`src/uart_settings.svh`:
```
/*
    UART build-time settings
    Clock frequency, baud rate, derived clocks per bit, parity sense
*/
`ifndef UART_SETTINGS_SVH
`define UART_SETTINGS_SVH

`define UART_CLK_FREQ     24000000                          // System clock in Hz
`define UART_BAUD_RATE    2400000                           // Line bit rate
`define UART_CLKS_PER_BIT (`UART_CLK_FREQ / `UART_BAUD_RATE) // Whole clocks per bit

// Parity sense, 0 even and 1 odd
`define UART_PARITY_ODD   1'b0

`endif

```
`src/uart_pkg.sv`:
```
/*
    UART shared types
    Host opcode enum, transmitter and receiver FSM state enums
*/
`default_nettype none

package uart_pkg;

    typedef enum logic [1:0] {
        OP_NOP   = 2'd0,  // Idle slot
        OP_SEND  = 2'd1,  // Launch one frame
        OP_POP   = 2'd2,  // Read head of RX FIFO
        OP_CLEAR = 2'd3   // Drop sticky error flags
    } host_op_t;

    typedef enum logic [1:0] {
        ST_IDLE,   // Line held high
        ST_SHIFT,  // Start, data and parity bits
        ST_STOP    // Final stop bit
    } tx_state_t;

    typedef enum logic [2:0] {
        RS_IDLE,    // Waiting for falling edge
        RS_START,   // Confirming start at mid-bit
        RS_DATA,    // Eight data samples
        RS_PARITY,  // Parity sample
        RS_STOP     // Stop sample, then report
    } rx_state_t;

endpackage

`default_nettype wire

```
`src/uart_if.sv`:
```
/*
    UART internal bundles
    rx_frame_if  receiver result to FIFO and status logic
    rx_fifo_if   host side of the receive FIFO
*/
`timescale 1ns/1ps
`default_nettype none

interface rx_frame_if;
    logic [7:0] data;        // Received byte
    logic       valid;       // One-cycle strobe per frame
    logic       parity_err;  // Qualified by valid
    logic       frame_err;   // Stop bit low, qualified by valid

    modport src         (output data, valid, parity_err, frame_err);
    modport fifo_sink   (input data, valid);
    modport status_sink (input valid, parity_err, frame_err);
endinterface

interface rx_fifo_if;
    logic       pop;       // Host read request
    logic [7:0] rdata;     // Head entry
    logic       empty;     // No bytes stored
    logic       overflow;  // Pulse on dropped push

    modport store (input pop, output rdata, empty, overflow);
    modport host  (output pop, input rdata, empty, overflow);
endinterface

`default_nettype wire

```
`src/uart_tx.sv`:
```
/*
    UART transmitter
    Latches byte and parity on start, shifts out an 11-bit frame
    Start, 8 data LSB first, parity, stop at CLKS_PER_BIT each
*/
`timescale 1ns/1ps
`default_nettype none
`include "uart_settings.svh"

module uart_tx (
    input  logic       clk,
    input  logic       reset,
    input  logic [7:0] tx_data,
    input  logic       tx_start,
    output logic       tx,
    output logic       tx_busy
);
    import uart_pkg::*;

    localparam int CPB = `UART_CLKS_PER_BIT;
    localparam int CW  = $clog2(CPB);

    tx_state_t     state;
    logic [CW-1:0] clk_cnt;   // Clocks into current bit
    logic [3:0]    bit_idx;   // Bits done in ST_SHIFT
    logic [10:0]   shift_q;   // Frame, LSB on the line
    logic          parity;
    logic          bit_done;

    assign parity   = ^tx_data ^ `UART_PARITY_ODD;  // Even XOR, flipped for odd
    assign bit_done = (clk_cnt == CW'(CPB - 1));    // Last clock of a bit
    assign tx       = shift_q[0];                   // Registered line driver
    assign tx_busy  = (state != ST_IDLE);

    always_ff @(posedge clk)
    begin
        if (reset)
        begin
            state   <= ST_IDLE;
            clk_cnt <= '0;
            bit_idx <= '0;
            shift_q <= '1;                           // Line idles high
        end
        else
        begin
            unique case (state)
                ST_IDLE:
                begin
                    if (tx_start)
                    begin
                        shift_q <= {1'b1, parity, tx_data, 1'b0};  // Stop, par, data, start
                        clk_cnt <= '0;
                        bit_idx <= '0;
                        state   <= ST_SHIFT;
                    end
                end
                ST_SHIFT:
                begin
                    if (bit_done)
                    begin
                        clk_cnt <= '0;
                        shift_q <= {1'b1, shift_q[10:1]};  // Refill with idle level
                        bit_idx <= bit_idx + 4'd1;
                        if (bit_idx == 4'd9)
                            state <= ST_STOP;              // Parity just finished
                    end
                    else
                        clk_cnt <= clk_cnt + 1'b1;
                end
                ST_STOP:
                begin
                    if (bit_done)
                    begin
                        clk_cnt <= '0;
                        state   <= ST_IDLE;                // Busy drops next cycle
                    end
                    else
                        clk_cnt <= clk_cnt + 1'b1;
                end
                default: state <= ST_IDLE;
            endcase
        end
    end

    // Host side must hold off while a frame is on the line
    a_no_start_busy: assert property (@(posedge clk) disable iff (reset)
        tx_start |-> !tx_busy);

endmodule

`default_nettype wire

```
`src/uart_rx.sv`:
```
/*
    UART receiver
    Two-flop sync, falling-edge start detect, mid-bit sampling
    Parity and stop checks, one valid strobe per completed frame
*/
`timescale 1ns/1ps
`default_nettype none
`include "uart_settings.svh"

module uart_rx (
    input  logic           clk,
    input  logic           reset,
    input  logic           rx,
    rx_frame_if.src        frame
);
    import uart_pkg::*;

    localparam int CPB  = `UART_CLKS_PER_BIT;
    localparam int HALF = CPB / 2;
    localparam int CW   = $clog2(CPB);

    rx_state_t     state;
    logic          rx_meta;    // First sync stage
    logic          rx_sync;    // Safe to use
    logic          rx_last;    // For edge detect
    logic          fall;
    logic [CW-1:0] clk_cnt;
    logic [2:0]    bit_idx;    // Data bit being sampled
    logic [7:0]    data_sr;    // Shifts in LSB first
    logic          par_bit;    // Sampled parity
    logic          par_calc;
    logic          bit_mid;

    assign fall     = rx_last & ~rx_sync;
    assign bit_mid  = (clk_cnt == CW'(CPB - 1));      // Full bit after previous middle
    assign par_calc = ^data_sr ^ `UART_PARITY_ODD;
    assign frame.data = data_sr;                      // Stable while valid is high

    always_ff @(posedge clk)
    begin
        if (reset)
        begin
            rx_meta <= 1'b1;
            rx_sync <= 1'b1;
            rx_last <= 1'b1;
        end
        else
        begin
            rx_meta <= rx;
            rx_sync <= rx_meta;
            rx_last <= rx_sync;
        end
    end

    always_ff @(posedge clk)
    begin
        if (reset)
        begin
            state            <= RS_IDLE;
            clk_cnt          <= '0;
            bit_idx          <= '0;
            frame.valid      <= 1'b0;
            frame.parity_err <= 1'b0;
            frame.frame_err  <= 1'b0;
        end
        else
        begin
            frame.valid <= 1'b0;                      // Strobe by default
            clk_cnt     <= clk_cnt + 1'b1;
            unique case (state)
                RS_IDLE:
                begin
                    clk_cnt <= '0;
                    if (fall)
                        state <= RS_START;
                end
                RS_START:
                begin
                    if (clk_cnt == CW'(HALF - 1))
                    begin
                        clk_cnt <= '0;                // Realign on mid start
                        bit_idx <= '0;
                        state   <= rx_sync ? RS_IDLE : RS_DATA;  // High again means glitch
                    end
                end
                RS_DATA:
                begin
                    if (bit_mid)
                    begin
                        clk_cnt <= '0;
                        data_sr <= {rx_sync, data_sr[7:1]};
                        bit_idx <= bit_idx + 3'd1;
                        if (bit_idx == 3'd7)
                            state <= RS_PARITY;
                    end
                end
                RS_PARITY:
                begin
                    if (bit_mid)
                    begin
                        clk_cnt <= '0;
                        par_bit <= rx_sync;
                        state   <= RS_STOP;
                    end
                end
                RS_STOP:
                begin
                    if (bit_mid)
                    begin
                        frame.valid      <= 1'b1;     // Reported even with errors
                        frame.parity_err <= (par_bit != par_calc);
                        frame.frame_err  <= ~rx_sync; // Stop must be high
                        state            <= RS_IDLE;
                    end
                end
                default: state <= RS_IDLE;
            endcase
        end
    end

endmodule

`default_nettype wire

```
`src/rx_fifo.sv`:
```
/*
    Receive FIFO
    Four-entry circular byte buffer, push on frame strobe
    Drops the byte and pulses overflow when full
*/
`timescale 1ns/1ps
`default_nettype none

module rx_fifo (
    input  logic          clk,
    input  logic          reset,
    rx_frame_if.fifo_sink frame,
    rx_fifo_if.store      host
);
    logic [7:0] mem [4];      // Payload storage
    logic [1:0] wr_ptr;
    logic [1:0] rd_ptr;
    logic [2:0] count;        // 0 to 4 entries
    logic       full;
    logic       do_push;
    logic       do_pop;

    assign full       = (count == 3'd4);
    assign do_push    = frame.valid & ~full;
    assign do_pop     = host.pop & ~host.empty;
    assign host.empty = (count == 3'd0);
    assign host.rdata = mem[rd_ptr];      // Head byte, no read latency

    always_ff @(posedge clk)
    begin
        if (do_push)
            mem[wr_ptr] <= frame.data;
    end

    always_ff @(posedge clk)
    begin
        if (reset)
        begin
            wr_ptr        <= '0;
            rd_ptr        <= '0;
            count         <= '0;
            host.overflow <= 1'b0;
        end
        else
        begin
            host.overflow <= frame.valid & full;   // New byte lost
            if (do_push)
                wr_ptr <= wr_ptr + 2'd1;
            if (do_pop)
                rd_ptr <= rd_ptr + 2'd1;
            count <= count + {2'b00, do_push} - {2'b00, do_pop};
        end
    end

    a_count_max: assert property (@(posedge clk) disable iff (reset)
        count <= 3'd4);

endmodule

`default_nettype wire

```
`src/uart_ctrl.sv`:
```
/*
    Host command decoder
    Send launch gated by tx_busy, FIFO pop with registered read data
    Sticky parity, framing and overrun flags cleared by OP_CLEAR
*/
`timescale 1ns/1ps
`default_nettype none

module uart_ctrl (
    input  logic               clk,
    input  logic               reset,
    input  uart_pkg::host_op_t op,
    input  logic               op_valid,
    input  logic [7:0]         wdata,
    output logic [7:0]         rdata,
    output logic               rdata_valid,
    output logic               parity_err,
    output logic               frame_err,
    output logic               overrun,
    output logic               rx_empty,
    output logic [7:0]         tx_data,
    output logic               tx_start,
    input  logic               tx_busy,
    rx_frame_if.status_sink    frame,
    rx_fifo_if.host            fifo
);
    import uart_pkg::*;

    logic do_clear;
    logic set_par;
    logic set_frm;

    always_comb
    begin
        tx_start = 1'b0;
        fifo.pop = 1'b0;
        do_clear = 1'b0;
        if (op_valid)
        begin
            unique case (op)
                OP_SEND:  tx_start = ~tx_busy;      // Dropped while busy
                OP_POP:   fifo.pop = ~fifo.empty;   // Empty pop ignored
                OP_CLEAR: do_clear = 1'b1;
                default:  ;                         // OP_NOP
            endcase
        end
    end

    assign tx_data  = wdata;                        // Captured by TX on start
    assign rx_empty = fifo.empty;
    assign set_par  = frame.valid & frame.parity_err;
    assign set_frm  = frame.valid & frame.frame_err;

    always_ff @(posedge clk)
    begin
        if (fifo.pop)
            rdata <= fifo.rdata;                    // Head byte before pointer moves
    end

    always_ff @(posedge clk)
    begin
        if (reset)
        begin
            rdata_valid <= 1'b0;
            parity_err  <= 1'b0;
            frame_err   <= 1'b0;
            overrun     <= 1'b0;
        end
        else
        begin
            rdata_valid <= fifo.pop;
            // A set in the clear cycle survives
            parity_err  <= set_par | (parity_err & ~do_clear);
            frame_err   <= set_frm | (frame_err & ~do_clear);
            overrun     <= fifo.overflow | (overrun & ~do_clear);
        end
    end

endmodule

`default_nettype wire

```
`src/uart_top.sv`:
```
/*
    UART top level
    Host command port, serial rx/tx, status flags
    Control, transmitter, receiver and RX FIFO instances
*/
`timescale 1ns/1ps
`default_nettype none

module uart_top (
    input  logic               clk,
    input  logic               reset,
    input  uart_pkg::host_op_t op,
    input  logic               op_valid,
    input  logic [7:0]         wdata,
    output logic [7:0]         rdata,
    output logic               rdata_valid,
    output logic               tx_busy,
    output logic               rx_empty,
    output logic               parity_err,
    output logic               frame_err,
    output logic               overrun,
    input  logic               rx,
    output logic               tx
);
    logic [7:0] tx_data;     // Host byte to transmitter
    logic       tx_start;    // Launch strobe

    rx_frame_if u_frame_if ();
    rx_fifo_if  u_fifo_if ();

    uart_ctrl u_ctrl (
        .clk         (clk),
        .reset       (reset),
        .op          (op),
        .op_valid    (op_valid),
        .wdata       (wdata),
        .rdata       (rdata),
        .rdata_valid (rdata_valid),
        .parity_err  (parity_err),
        .frame_err   (frame_err),
        .overrun     (overrun),
        .rx_empty    (rx_empty),
        .tx_data     (tx_data),
        .tx_start    (tx_start),
        .tx_busy     (tx_busy),
        .frame       (u_frame_if.status_sink),
        .fifo        (u_fifo_if.host)
    );

    uart_tx u_tx (
        .clk      (clk),
        .reset    (reset),
        .tx_data  (tx_data),
        .tx_start (tx_start),
        .tx       (tx),
        .tx_busy  (tx_busy)
    );

    uart_rx u_rx (
        .clk   (clk),
        .reset (reset),
        .rx    (rx),
        .frame (u_frame_if.src)
    );

    rx_fifo u_fifo (
        .clk   (clk),
        .reset (reset),
        .frame (u_frame_if.fifo_sink),
        .host  (u_fifo_if.store)
    );

endmodule

`default_nettype wire

```
`config.mk`:
```
export PLATFORM = sky130hd
export DESIGN_NAME = uart_top
export DESIGN_NICKNAME = d
export VERILOG_FILES = /design/src/uart_pkg.sv /design/src/uart_if.sv /design/src/uart_tx.sv /design/src/uart_rx.sv /design/src/rx_fifo.sv /design/src/uart_ctrl.sv /design/src/uart_top.sv
export VERILOG_INCLUDE_DIRS = /design/src
export SDC_FILE = /design/constraint.sdc
export NUM_CORES = 1
export LEC_CHECK = 0
export BUFFER_PORTS_ARGS = -buffer_cell sky130_fd_sc_hd__buf_2
export CAP_MARGIN = 20
export CELL_PAD_IN_SITES_DETAIL_PLACEMENT = 1
export CELL_PAD_IN_SITES_GLOBAL_PLACEMENT = 1
export CORE_UTILIZATION = 30
export DETAILED_ROUTE_END_ITERATION = 12
export HOLD_SLACK_MARGIN = 0.02
export MAX_ROUTING_LAYER = met4
export PLACE_DENSITY_LB_ADDON = 0.1
export SLEW_MARGIN = 30
export SYNTH_ARGS = -nofsm -noshare
export SYNTH_HDL_FRONTEND = slang
export SYNTH_SLANG_ARGS = --single-unit
```
`constraint.sdc`:
```
create_clock -name clk -period 2.5 [get_ports clk]
set_input_delay 0.5 -clock clk [delete_from_list [all_inputs] [get_ports clk]]
set_output_delay 0.5 -clock clk [all_outputs]
set_load 0.02 [all_outputs]
```
==> impl_metrics.tcl <==
set metrics [dict create \
    fin_crit_sh 0.856 \
    cap_violations 0 \
    layoutNonFillerInstCount 543 \
    die_w_um 119 \
    peakVddDrop_mv 0.280 \
    holdBufCountCts 0 \
    first_pass_iters 4 \
    place_inst 527 \
    grt_pass1_vias 2532 \
    holdCritStartpoint "rx" \
    fp-row-count 42 \
    postLayoutCellArea_mm2 0.00478 \
    cp-startpoint "u_fifo.count[1]$_SDFF_PP0_" \
    cts_buffers 9 \
    route.detailed.drc 0 \
    insertion_delay_ns 0.35 \
    synthFlopType "edfxtp_1" \
    cts_root_buf "clkbuf_16" \
    hold_path.class "input pin to flip-flop" \
    cts_setup_buffers 0 \
    rrSetupSlack_ns 0.36 \
    worst_hold_slack_ns 0.328 \
    worst_slew_pin_slew_ns 0.676 \
    cp_data_arrival_time_ns 2.38 \
    cts.clk_slew.worst_paths_ns 0.07 \
    ff2ff_path_depth 9 \
    powerDensity_mw_per_mm2 693 \
    grt_max_degree 22 \
    insertedDiodeCount 0 \
    finalClockSkew_ns 0.00896 \
    synth_edf_count 49 \
    track_usage 0.124 \
    antenna_found_initial 0 \
    whs_endpoint "u_rx.rx_meta$_SDFF_PP1_" \
    finalMaxSlewViolations 0 \
    holdPathStages 2 \
    h-tree-depth 3 \
    multi_input_area_mm2 0.00158 \
    area_growth_syn_to_layout_pct 16.0 \
    port_buffers 28 \
    hpwl_mm 5.39 \
    core_area_mm2 0.0133 \
    leakagePower_nw 1.77 \
    maxClockFrequency_mhz 467 \
    finalCriticalPeriod_ns 2.14 \
    num_io_pins 29 \
    initial_core_util 0.310 \
    drt_iter0_drc 90 \
    regToRegStartpoint "u_fifo.count[1]$_SDFF_PP0_" \
    ys_seq_area_frac 0.590 \
    relSlewSlack 0.549 \
    cp.required_ns 2.74 \
    finalSetupViolCount 0 \
    r2r-end "u_fifo.count[2]$_SDFF_PP0_" \
    async_flop_share 0 \
    wl_mm 7.74 \
    worstSetupPathType "flip-flop to flip-flop" \
    drive_above_1_share 0.188 \
    finalNetCount 396 \
    ant_nets 0 \
    yosysWarnings 0 \
    fin_tns_setup_ns 0 \
    crit_fanout 4 \
    fin_util 0.359 \
    status "complete, no violations" \
    post_cts_resized 0 \
    rsz0062_at_grt "false" \
    setup_slack_ns 0.361 \
    fillCellCount 1471 \
    placed_area_mm2 0.00450 \
    ys_ff_latch 97 \
    pre_cts_ws_ns 0.215 \
    cts_tree "done" \
    cts.sinks 97 \
    vias_per_cell 4.60 \
    die_area_mm2 0.0142 \
    register_area_mm2 0.00243 \
    startpoint_type "flip-flop" \
    report.power.total_mw 3.31 \
    yosysUniqueCellTypes 46 \
    ctsLongestPathBuffers 2 \
    grt_overflow 0 \
    gp_congestion 0.711 \
    syn_avg_cell_area_um2 12.6 \
    grt_pass1_wl_mm 12.9 \
    endpoint_kind "flip-flop" \
    hold_viol_final 0 \
    syn-cell-area_mm2 0.00412 \
    synthCells 327 \
    detail_route.wl_per_cell_um 14.3 \
    vias 2496 \
    synth_nets 361 \
    die_h_um 119 \
]
## critical path, stage by stage (launching register included)
cell and delay, ns:
dfxtp_1 0.36, nor3_2 0.29, nor3_1 0.13, ha_1 0.29, inv_1 0.04, ha_1 0.18
fa_1 0.38, xnor2_1 0.18, xnor2_1 0.14, nor2_1 0.05
## synthesized netlist by cell type, types with 2 or more instances
cell | instances | area [um2]
or3b_2 | 2 | 17.5
nor2b_1 | 4 | 25.0
nor3b_1 | 3 | 22.5
clkbuf_1 | 6 | 22.5
inv_1 | 18 | 67.6
a22oi_1 | 7 | 52.6
a211o_1 | 8 | 70.1
xor2_1 | 4 | 35.0
dfxtp_1 | 48 | 961
o21bai_1 | 2 | 15.0
buf_2 | 4 | 20.0
and2_1 | 4 | 25.0
a21oi_1 | 11 | 55.1
ha_1 | 19 | 238
buf_1 | 2 | 7.51
mux2i_1 | 14 | 140
mux4_2 | 8 | 180
nand2_1 | 10 | 37.5
xnor2_1 | 16 | 140
and4b_1 | 3 | 30.0
nor2_1 | 40 | 150
nor3_1 | 12 | 60.1
nand2b_1 | 2 | 12.5
nand3_1 | 5 | 25.0
o21ai_0 | 3 | 15.0
a31oi_1 | 2 | 12.5
or2_2 | 3 | 18.8
edfxtp_1 | 49 | 1470
## kinds of logic (layout without fill, tap and decap cells)
family                     count (synthesis)  after routing  share of synthesized area
DFF                                       97             97                      0.590
and+or+nand+nor                           95             95                      0.118
AOI/OAI and AO/OA                         41             41                     0.0695
buffers and inverters                     30             70                     0.0285
muxes                                     23             23                     0.0832
xor gates and xnor gates                  21             21                     0.0480
adders and majority gates                 20             20                     0.0625
## flip-flops by register name, indices dropped and copies added, names as in the netlist, 2 cells and up
signal,count
u_ctrl.rdata,8
u_fifo.count,3
u_fifo.mem,32
u_fifo.rd_ptr,2
u_fifo.wr_ptr,2
u_rx.bit_idx,3
u_rx.clk_cnt,4
u_rx.frame.data,8
u_rx.state,3
u_tx.bit_idx,4
u_tx.clk_cnt,4
u_tx.shift_q,10
u_tx.state,2
## cells in the final DEF (no fill, tap or decap), drive strengths merged, types with 2 or more instances in the layout
| cell type | n |
|---|---|
| or3b | 2 |
| a31oi | 2 |
| nor2b | 4 |
| nand3 | 5 |
| nor2 | 40 |
| a21oi | 11 |
| buf | 36 |
| mux2i | 15 |
| a22oi | 7 |
| dfxtp | 48 |
| or2 | 3 |
| xor2 | 4 |
| and4b | 3 |
| nand3b | 2 |
| clkinv | 2 |
| clkbuf | 9 |
| inv | 22 |
| mux4 | 8 |
| nor3 | 12 |
| nand2 | 11 |
| and2 | 4 |
| nand2b | 2 |
| xnor2 | 16 |
| edfxtp | 49 |
| ha | 19 |
| o21ai | 4 |
| a211o | 8 |
| nor3b | 3 |
| o21bai | 2 |
## where the power goes
| group | total [mW] | internal (mW) | switching, mW |
|---|---|---|---|
| sequential | 1.72 | 1.69 | 0.0233 |
| clock | 1.33 | 0.691 | 0.640 |
| combinational | 0.267 | 0.120 | 0.147 |
## cell type report
type	instances	share of cell area
Clock buffer	9	0.0471
Inverter	18	0.0141
Timing Repair Buffer	36	0.0419
Multi-Input combinational cell	200	0.330
Sequential cell	97	0.509
Clock inverter	7	0.0120
Tap cell	176	0.0461
## per-layer routing
layer	part of all wire	vias up	global-route usage
met4	0.024	0	0.0688
met5	0	-	-
met2	0.48	35	0.191
met1	0.46	1218	0.147
met3	0.035	12	0.0321
li1	-	1231	-
## worst max path at each step
stage                                 end  slack (ns)  depth (start not counted)
3_3_place_gp   u_fifo.count[2]$_SDFF_PP0_        0.32                         10
5_1_grt        u_fifo.count[2]$_SDFF_PP0_        0.16                          9
4_1_cts        u_fifo.count[2]$_SDFF_PP0_        0.34                          9
2_1_floorplan  u_fifo.count[2]$_SDFF_PP0_        0.25                          9
3_5_place_dp   u_fifo.count[2]$_SDFF_PP0_        0.21                         10
6_report       u_fifo.count[2]$_SDFF_PP0_        0.36                          9
No activity file was read; power rests on OpenSTA's default activity.
